==> src/common/histPkg.sv <==
package histPkg;

    // bin address width, 2**6 = 64 bins
    localparam int NB_DEFAULT = 6;

    // event data word width, low NB bits pick the bin
    localparam int NP_DEFAULT = 12;

    // bin count width, counts saturate at all ones
    localparam int COUNT_W_DEFAULT = 16;

    // programmed event count and event counter width
    localparam int ACQ_W = 24;

    // acquisition phases
    // the drain phase covers the final read-modify-write of the last event
    // before the readout reads the RAM
    typedef enum logic [2:0] {
        phIdle    = 3'd0,   // waiting for start
        phClear   = 3'd1,   // zero every bin
        phAccum   = 3'd2,   // count events
        phDrain   = 3'd3,   // let the pipeline empty
        phReadout = 3'd4    // stream the bins out
    } histPhaseT;

endpackage

==> src/common/histRamIf.sv <==
interface histRamIf #(
    parameter int NB      = histPkg::NB_DEFAULT,
    parameter int COUNT_W = histPkg::COUNT_W_DEFAULT
) ();

    logic [NB-1:0]      waddr;     // write port
    logic               wEnable;
    logic [COUNT_W-1:0] wdata;
    logic [NB-1:0]      raddr;     // read port
    logic               rEnable;
    logic [COUNT_W-1:0] rdata;     // valid one cycle after rEnable

    modport ctrl (
        output waddr,
        output wEnable,
        output wdata,
        output raddr,
        output rEnable,
        input  rdata
    );

    modport mem (
        input  waddr,
        input  wEnable,
        input  wdata,
        input  raddr,
        input  rEnable,
        output rdata
    );

endinterface

==> src/histCore/histRam.sv <==
module histRam #(
    parameter int NB      = histPkg::NB_DEFAULT,
    parameter int COUNT_W = histPkg::COUNT_W_DEFAULT
) (
    input  logic clk,
    histRamIf.mem ram
);

    localparam int DEPTH = 2 ** NB;

    logic [COUNT_W-1:0] mem [DEPTH];

    // port a, synchronous write
    always_ff @(posedge clk) begin
        if (ram.wEnable) begin
            mem[ram.waddr] <= ram.wdata;
        end
    end

    // port b, registered read
    // a same-cycle write to the same address is not seen, old data comes back
    always_ff @(posedge clk) begin
        if (ram.rEnable) begin
            ram.rdata <= mem[ram.raddr];
        end
    end

endmodule

==> src/histCore/histFsm.sv <==
module histFsm #(
    parameter int NB      = histPkg::NB_DEFAULT,
    parameter int NP      = histPkg::NP_DEFAULT,
    parameter int COUNT_W = histPkg::COUNT_W_DEFAULT
) (
    input  logic                      clk,
    input  logic                      res,
    input  logic                      startPulse,
    input  logic [histPkg::ACQ_W-1:0] acqLength,
    input  logic                      dataValid,
    input  logic [NP-1:0]             data,
    histRamIf.ctrl                    ram,
    output logic                      phaseDone,
    output logic                      binValid,
    output logic [NB-1:0]             binAddr,
    output logic [COUNT_W-1:0]        binCount
);

    histPkg::histPhaseT phase;
    histPkg::histPhaseT phaseNext;

    logic [NB-1:0]             binCnt;       // clear and readout address
    logic                      lastBin;
    logic [histPkg::ACQ_W-1:0] evCount;      // accepted events
    logic [histPkg::ACQ_W-1:0] evCountInc;
    logic                      accept;
    logic                      lastEvent;
    logic                      drainCnt;

    // stage 1: read issued last cycle, rdata valid now
    logic                      s1Valid;
    logic [NB-1:0]             s1Addr;
    // stage 2: incremented count, written this cycle
    logic                      s2Valid;
    logic [NB-1:0]             s2Addr;
    logic [COUNT_W-1:0]        s2Data;
    // stage 3: count written last cycle, missed by the read in that cycle
    logic                      s3Valid;
    logic [NB-1:0]             s3Addr;
    logic [COUNT_W-1:0]        s3Data;

    logic [COUNT_W-1:0]        baseCount;
    logic [COUNT_W-1:0]        incCount;

    assign lastBin    = (binCnt == {NB{1'b1}});
    assign evCountInc = evCount + 1'b1;
    assign accept     = (phase == histPkg::phAccum) && dataValid && (evCount != acqLength);
    assign lastEvent  = accept && (evCountInc == acqLength);

    // forwarding, the newest pending write wins
    always_comb begin
        if (s2Valid && (s2Addr == s1Addr)) begin
            baseCount = s2Data;
        end else if (s3Valid && (s3Addr == s1Addr)) begin
            baseCount = s3Data;
        end else begin
            baseCount = ram.rdata;
        end
    end

    // hold at all ones
    assign incCount = (&baseCount) ? baseCount : baseCount + 1'b1;

    always_comb begin
        phaseNext = phase;
        case (phase)
            histPkg::phIdle:
                if (startPulse) phaseNext = histPkg::phClear;
            histPkg::phClear:
                if (lastBin) begin
                    // nothing to count, go straight to readout
                    phaseNext = (acqLength == '0) ? histPkg::phReadout : histPkg::phAccum;
                end
            histPkg::phAccum:
                if (lastEvent) phaseNext = histPkg::phDrain;
            histPkg::phDrain:
                if (drainCnt) phaseNext = histPkg::phReadout;
            histPkg::phReadout:
                if (lastBin) phaseNext = histPkg::phIdle;
            default:
                phaseNext = histPkg::phIdle;
        endcase
    end

    always_ff @(posedge clk or negedge res) begin
        if (!res) begin
            phase     <= histPkg::phIdle;
            binCnt    <= '0;
            evCount   <= '0;
            drainCnt  <= 1'b0;
            s1Valid   <= 1'b0;
            s2Valid   <= 1'b0;
            s3Valid   <= 1'b0;
            binValid  <= 1'b0;
            phaseDone <= 1'b0;
        end else begin
            phase <= phaseNext;

            // wraps back to 0 after the last bin
            if (phase == histPkg::phClear || phase == histPkg::phReadout) begin
                binCnt <= binCnt + 1'b1;
            end else begin
                binCnt <= '0;
            end

            if (phase == histPkg::phIdle) begin
                evCount <= '0;
            end else if (accept) begin
                evCount <= evCountInc;
            end

            drainCnt <= (phase == histPkg::phDrain) ? ~drainCnt : 1'b0;

            s1Valid <= accept;
            s2Valid <= s1Valid;
            s3Valid <= s2Valid;

            binValid  <= (phase == histPkg::phReadout);
            phaseDone <= (phase == histPkg::phReadout) && lastBin;    // with the last bin
        end
    end

    // pipeline payload
    always_ff @(posedge clk) begin
        s1Addr  <= data[NB-1:0];
        s2Addr  <= s1Addr;
        s2Data  <= incCount;
        s3Addr  <= s2Addr;
        s3Data  <= s2Data;
        binAddr <= binCnt;
    end

    // write port: zeros during clear, counts from stage 2 otherwise
    assign ram.wEnable = (phase == histPkg::phClear) || s2Valid;
    assign ram.waddr   = (phase == histPkg::phClear) ? binCnt : s2Addr;
    assign ram.wdata   = (phase == histPkg::phClear) ? '0 : s2Data;

    // read port: event bin while counting, bin counter during readout
    assign ram.rEnable = (phase == histPkg::phReadout) || accept;
    assign ram.raddr   = (phase == histPkg::phReadout) ? binCnt : data[NB-1:0];

    assign binCount = ram.rdata;    // registered in the RAM, lines up with binValid

endmodule

==> src/verilog/histConfig.sv <==
module histConfig (
    input  logic                      clk,
    input  logic                      res,
    input  logic                      cfgWe,
    input  logic [histPkg::ACQ_W-1:0] cfgData,
    input  logic                      start,
    input  logic                      phaseDone,
    output logic [histPkg::ACQ_W-1:0] acqLength,
    output logic                      startPulse,
    output logic                      busy,
    output logic                      done
);

    // start only goes through while no run is active
    assign startPulse = start && !busy;

    // event count, frozen for the whole run
    always_ff @(posedge clk or negedge res) begin
        if (!res) begin
            acqLength <= '0;
        end else if (cfgWe && !busy) begin
            acqLength <= cfgData;
        end
    end

    // status flags
    always_ff @(posedge clk or negedge res) begin
        if (!res) begin
            busy <= 1'b0;
            done <= 1'b0;
        end else if (startPulse) begin
            busy <= 1'b1;
            done <= 1'b0;    // done holds until the next start
        end else if (phaseDone) begin
            busy <= 1'b0;    // last bin went out last cycle
            done <= 1'b1;
        end
    end

endmodule

==> src/verilog/histTop.sv <==
module histTop #(
    parameter int NB      = histPkg::NB_DEFAULT,
    parameter int NP      = histPkg::NP_DEFAULT,
    parameter int COUNT_W = histPkg::COUNT_W_DEFAULT
) (
    input  logic                      clk,
    input  logic                      res,
    input  logic                      cfgWe,
    input  logic [histPkg::ACQ_W-1:0] cfgData,
    input  logic                      start,
    input  logic                      dataValid,
    input  logic [NP-1:0]             data,
    output logic                      busy,
    output logic                      done,
    output logic                      binValid,
    output logic [NB-1:0]             binAddr,
    output logic [COUNT_W-1:0]        binCount
);

    logic [histPkg::ACQ_W-1:0] acqLength;
    logic                      startPulse;
    logic                      phaseDone;    // end of readout

    histRamIf #(
        .NB      (NB),
        .COUNT_W (COUNT_W)
    ) ramBus ();

    histConfig i_config (
        .clk        (clk),
        .res        (res),
        .cfgWe      (cfgWe),
        .cfgData    (cfgData),
        .start      (start),
        .phaseDone  (phaseDone),
        .acqLength  (acqLength),
        .startPulse (startPulse),
        .busy       (busy),
        .done       (done)
    );

    histFsm #(
        .NB      (NB),
        .NP      (NP),
        .COUNT_W (COUNT_W)
    ) i_fsm (
        .clk        (clk),
        .res        (res),
        .startPulse (startPulse),
        .acqLength  (acqLength),
        .dataValid  (dataValid),
        .data       (data),
        .ram        (ramBus.ctrl),
        .phaseDone  (phaseDone),
        .binValid   (binValid),
        .binAddr    (binAddr),
        .binCount   (binCount)
    );

    histRam #(
        .NB      (NB),
        .COUNT_W (COUNT_W)
    ) i_ram (
        .clk (clk),
        .ram (ramBus.mem)
    );

endmodule

==> config.mk <==
export PLATFORM = sky130hd
export DESIGN_NAME = histTop
export DESIGN_NICKNAME = d
export VERILOG_FILES = /design/src/common/histPkg.sv /design/src/common/histRamIf.sv /design/src/histCore/histRam.sv /design/src/histCore/histFsm.sv /design/src/verilog/histConfig.sv /design/src/verilog/histTop.sv
export SDC_FILE = /design/constraint.sdc
export NUM_CORES = 2
export LEC_CHECK = 0
export BUFFER_PORTS_ARGS = -buffer_cell sky130_fd_sc_hd__buf_2
export CORE_ASPECT_RATIO = 2
export CORE_MARGIN = 5
export CORE_UTILIZATION = 65
export CTS_CLUSTER_SIZE = 16
export DETAILED_ROUTE_END_ITERATION = 16
export PLACE_DENSITY_LB_ADDON = 0.2
export SETUP_SLACK_MARGIN = 0.4
export SLEW_MARGIN = 20
export SYNTH_ARGS = -nofsm -noshare
export SYNTH_HDL_FRONTEND = slang
export SYNTH_HIERARCHICAL = 1
export SYNTH_SLANG_ARGS = --single-unit
==> constraint.sdc <==
create_clock -name clk -period 5.6 [get_ports clk]
set_input_delay 0.56 -clock clk [delete_from_list [all_inputs] [get_ports clk]]
set_output_delay 0.56 -clock clk [all_outputs]
set_load 0.1 [all_outputs]
* After elaboration in Yosys (flattened, before gate mapping)
Memories as Yosys holds them, arrays and structs flattened. A register that Yosys moved wholly into a read port is not among the register bits.
Index checks and enable logic that the tools add are counted.
** Operators by class
- $add $sub $neg :: 3
- Muxes and demuxes :: 23
- Bitwise operators :: 1
- Reductions and logical operators :: 18
- Equality and inequality tests :: 14
** Operators by type and width (number)
- $mux 16 :: 4
- $mux 24 :: 2
- $add 24x1->24 const B :: 1
- $eq 24x24->1 :: 1
- $logic_not 24->1 :: 1
- $ne 24x24->1 :: 1
- $mux 3 :: 6
- $mux 6 :: 3
- $add 16x1->16 const B :: 1
- $reduce_and 16->1 :: 1
- $pmux 3 s5 :: 1
- $eq 6x6->1 :: 2
- $logic_and 1x1->1 :: 8
- $ne 2x1->1 const B :: 4
- $mux 1 :: 7
- $add 6x1->6 const B :: 1
- $eq 3x2->1 const B :: 2
- $eq 6x6->1 const B :: 1
- $reduce_and 5->1 :: 1
- $reduce_bool 2->1 :: 2
- $eq 3x1->1 const B :: 1
- $eq 3x3->1 const B :: 1
- $logic_not 3->1 :: 1
- $logic_or 1x1->1 :: 3
- 3 further kinds :: 3
** Word-level totals
- Register bits after elaboration :: 121
- Bits of input ports :: 41
- Memory bits (writable) :: 1024
- Memories kept :: 1
** Memories
- i_ram.mem :: depth 64, bits a word 16, rd ports 1, clocked after Yosys merged registers in 1, write ports 1, RTL line histRam.sv:11 : logic [COUNT_W-1:0] mem [DEPTH];

* Logic depth before layout (Yosys ltp)
- Depth in word-level cells :: 6
- Mapped depth :: 14
- Depth with buffers taken out :: 9

* By module
Netlist, hierarchy kept.
** By module, submodules not included
- histRam :: cells each 1829, sequential area each 31230.0 sq um, area each 40202.3 sq um, instances 1
- histFsm :: cells each 572, sequential area each 2097.0 sq um, area each 5216.3 sq um, instances 1
- histConfig :: cells each 59, sequential area each 650.6 sq um, area each 1077.3 sq um, instances 1

* Worst setup path before layout
No wires, ideal clock.
- Path kind :: reg-to-reg
- Start :: register i_fsm.phase[0]
- End :: memory i_ram/mem[48][0] (netlist name) (enable)
- Cell stages (with the launch flop) :: 9
- Path slack :: 1.802 ns
- Data arrival time :: 3.389 ns
- Buffers on the path :: 3
- Clock period less this slack :: 3.798 ns
- Library setup time :: 0.409 ns
- Data required time :: 5.191 ns
- Cell sequence :: dfrtp_1 > clkbuf_1 > nor3b_1 > clkbuf_1 > mux2_2 > clkbuf_1 > nor2b_1 > nand4b_1 > nor3_1
** RTL lines
- from (decl) :: RTL line histFsm.sv:19 : histPkg::histPhaseT phase;
- from (signal assigned) :: RTL line histFsm.sv:87 : phase <= histPkg::phIdle;
- from (signal assigned) :: RTL line histFsm.sv:97 : phase <= phaseNext;
- $eq 3x1->1 :: RTL line histFsm.sv:135 : assign ram.waddr = (phase == histPkg::phClear) ? binCnt : s2Addr;
- $mux 6 :: RTL line histFsm.sv:135
- named net ramBus.waddr[3] :: RTL line histRamIf.sv:6 : logic [NB-1:0] waddr;
- to (decl) :: RTL line histRam.sv:11
The timed path passes the listed nets, and every way through them passes these cells.

* Worst setup path in the final report
- Start :: register i_fsm.phase[1]
- End :: register i_ram.ram.rdata[5] (read register of i_ram.mem) (data pin)
** RTL lines
- $eq 3x3->1 :: RTL line histFsm.sv:140 : assign ram.raddr = (phase == histPkg::phReadout) ? binCnt : data[NB-1:0];
- $mux 6 :: RTL line histFsm.sv:140
- named net ramBus.raddr[0] :: RTL line histRamIf.sv:9 : logic [NB-1:0] raddr;
- to (decl) :: RTL line histRamIf.sv:28 : output rdata
The timed path passes the listed nets, and every way through them passes these cells.
A chain may end at the register's enable or synchronous reset.

==> results.yml <==
run_status:
  status: "completed"
final_layout:
  fin_cells: 3558
  syn2layout_area_growth_pct: 9.58
  nets: 2613
  drive_gt1_share_pct: 24.2
synthesis:
  synth_common_cells: "edfxtp_1, mux4_2, nor2_1"
  yosys_register_bits: 1161
  syn_area_um2: 46500
  syn-num-nets: 2504
  yosys-top-cells-area: "edfxtp_1, mux4_2, dfrtp_1"
  synthCells: 2460
  synth_top_area_cell: "edfxtp_1"
  synth.avg_cell_area_um2: 18.9
  synth_top_cell_area_share_pct: 67.2
  synth_cell_types: 80
  yosysWarnings: 6
  async_flop_share_pct: 5.60
  yosysMostFrequentCell: "edfxtp_1"
  yosysSeqAreaShare_pct: 73.1
  synth_ff_type: "edfxtp_1"
  synth_edf_count: 1040
detailed_routing:
  final_antenna_net_count: 0
  routed_wl_mm: 113
  dr.pass1.iters: 6
  drt_iter0_drc: 2349
  detail_route.wl_per_cell_um: 31.7
  vias_per_cell: 6.76
  dr_total_vias: 24000
  route.detailed.drc: 0
placed_design:
  portBuffers: 59
  place_inst: 3377
  place.gp.congestion: 0.922
  preCtsSetupSlack_ns: 1.33
  hpwl_mm: 72.2
global_routing:
  track_usage_pct: 29.8
  first_global_vias: 24700
  antenna_found_initial: 1
  grt_pass1_wl_mm: 165
  grt_max_degree: 104
  grt_overflow: 0
floorplanning:
  io_pins: 66
  num_rows: 138
  die_area_um2: 77300
  coreArea_um2: 71000
  initial_core_util_pct: 65.5
  die_width_um: 199
  die_h_um: 388
clocking:
  cts_buffers: 94
  cts.sinks: 1161
  cts_tree: "yes"
  clk_pin_slew_ns: 0.07
  root_buffer: "clkbuf_16"
  cts_resized: 0
  clock_latency_ns: 0.68
  h-tree-depth: 3
  cts_buffer_depth: 3
pwr:
  power_leakage_uw: 0.0168
  irDropWorstVdd_uv: 518
  powerDensity_nw_per_um2: 445
  p_sw_share_pct: 29.7
  p_seq_share_pct: 49.7
  clkPwrFrac_pct: 28.8
  p_int_uw: 15900
  fin_total_pwr_uw: 22700
  pwr-share-comb_pct: 21.4
  switching_power_uw: 6740
critical_path:
  cp-end-kind: "flop"
  path_max_fanout: 74
  cp.arrival_ns: 4.72
  cp-start-kind: "flop"
  criticalPathCategory: "flop to flop"
  cp_data_required_time_ns: 6.03
sta:
  tightest_slew_ns: 1.06
  finalHoldViolations: 0
  setup_ws_ns: 1.31
  maxSlewHeadroom_pct: 28.8
  tns_ns: 0
  finalSetupViolCount: 0
  fmax_mhz: 233
  min_period_over_period_pct: 76.6
  drv_slew: 0
  fin_crit_ns: 4.29
  fin_skew_ns: 0.0173
  grt_setup_unrepaired: "false"
min_path:
  hp-class: "input pin to flop"
job:
  drv_cap: 0
[final timing paths]
| kind | from | to | slack [ns] | cells past startpoint |
|---|---|---|---|---|
| setup / recovery | i_fsm/phase[1] | i_ram/ram.rdata[5] | 1.31 | 9 |
| hold / removal | data[1] | i_fsm/s1Addr[1] | 0.06 | 1 |
| setup reg to reg | i_fsm/phase[1] | i_ram/ram.rdata[5] | 1.31 | 9 |
| hold reg to reg | i_fsm/s1Valid | i_fsm/s2Valid | 0.35 | 0 |
| max in group asynchronous | res | i_config/done | 4.95 | 2 |
| min in group asynchronous | res | i_fsm/evCount[4] | 0.07 | 2 |
[state kept, by name, indices dropped and copies added, names as in the netlist, 3 cells and up]
register	flops
i_fsm/s3Addr	6
i_fsm/s2Addr	6
i_ram/ram.rdata	16
i_fsm/phase	3
i_fsm/s2Data	16
i_fsm/binAddr	6
i_ram/mem	1024
i_fsm/binCnt	6
i_config/acqLength	24
i_fsm/s3Data	16
i_fsm/evCount	24
i_fsm/s1Addr	6
[routing by layer]
layer / vias to the layer above / GRT usage, % / wire (µm)
met1: 12400 / 33.9 / 35400
li1: 10100 / - / -
met2: 1226 / 50.5 / 58800
met4: 2 / 21.8 / 10800
met5: - / 0 / 12
met3: 357 / 4.74 / 7800
[repair_timing]
| item | CTS | global route |
|---|---|---|
| setup buffers | 0 | 0 |
| endpoints found under the hold margin | 5 | 0 |
| hold buffers | 5 | 0 |
| setup endpoints to repair | 0 | 0 |
[critical path: stages (launching register included)]
cell and delay [ns]:
dfrtp_1 0.51, nor3b_2 0.23, buf_4 0.23, mux2_8 0.80, buf_4 0.57, mux4_2 0.58
mux2_2 0.28, nand2_1 0.12, nand4_1 0.31, and4_1 0.30
[through the flow]
stage	cell area, µm²	hold WS (ns)	utilization (%)
finish	50900	0.0561	71.8
global route	50900	0.0258	71.8
CTS	50900	0.00556	71.8
detailed placement	47900	0.336	67.5
global placement	47900	0.343	67.5
floorplan	46500	0.264	-
[power groups by stage]
| stage | clock network [µW] | logic, µW | registers [µW] |
|---|---|---|---|
| 5_1_grt | 7000 | 5080 | 11300 |
| 2_1_floorplan | 0 | 2920 | 11400 |
| 3_5_place_dp | 0 | 4820 | 11500 |
| 4_1_cts | 6640 | 4840 | 11300 |
| 3_3_place_gp | 0 | 4620 | 11400 |
| 6_report | 6540 | 4870 | 11300 |
[cells by family after synthesis]
group	synth area share, %
DFF	73.1
and+or+nand+nor	5.06
muxes	14.6
AOI/OAI and AO/OA	3.45
buffers and inverters	2.38
xor gates and xnor gates	1.39
adders and majority gates	0.0807
[cell usage in the layout, fill, tap and decap left out, types with 26 or more instances in the layout]
cell type,Yosys,routed
xnor2_1,34,34
dfxtp_1,56,56
a22oi_1,39,39
buf_4,30,99
mux2i_1,89,89
nor2b_1,54,35
nand2_1,98,98
mux2_2,46,43
clkbuf_16,0,98
mux4_2,220,220
xor2_1,40,40
a21oi_1,36,36
nand3_1,56,56
clkbuf_1,46,26
o21ai_0,45,45
buf_2,37,59
nor2_1,117,112
edfxtp_1,1040,1040
dfrtp_1,65,65
[area by class of cell]
type	instances	area, µm²
Multi-Input combinational cell	1139	11600
Antenna cell	2	5.00
Clock buffer	124	2550
Clock inverter	49	460
Sequential cell	1161	34000
Inverter	6	22.5
Timing Repair Buffer	167	1170
Fill cell	4207	20000
Tap cell	910	1140
Power figures use the tool's default switching activity.
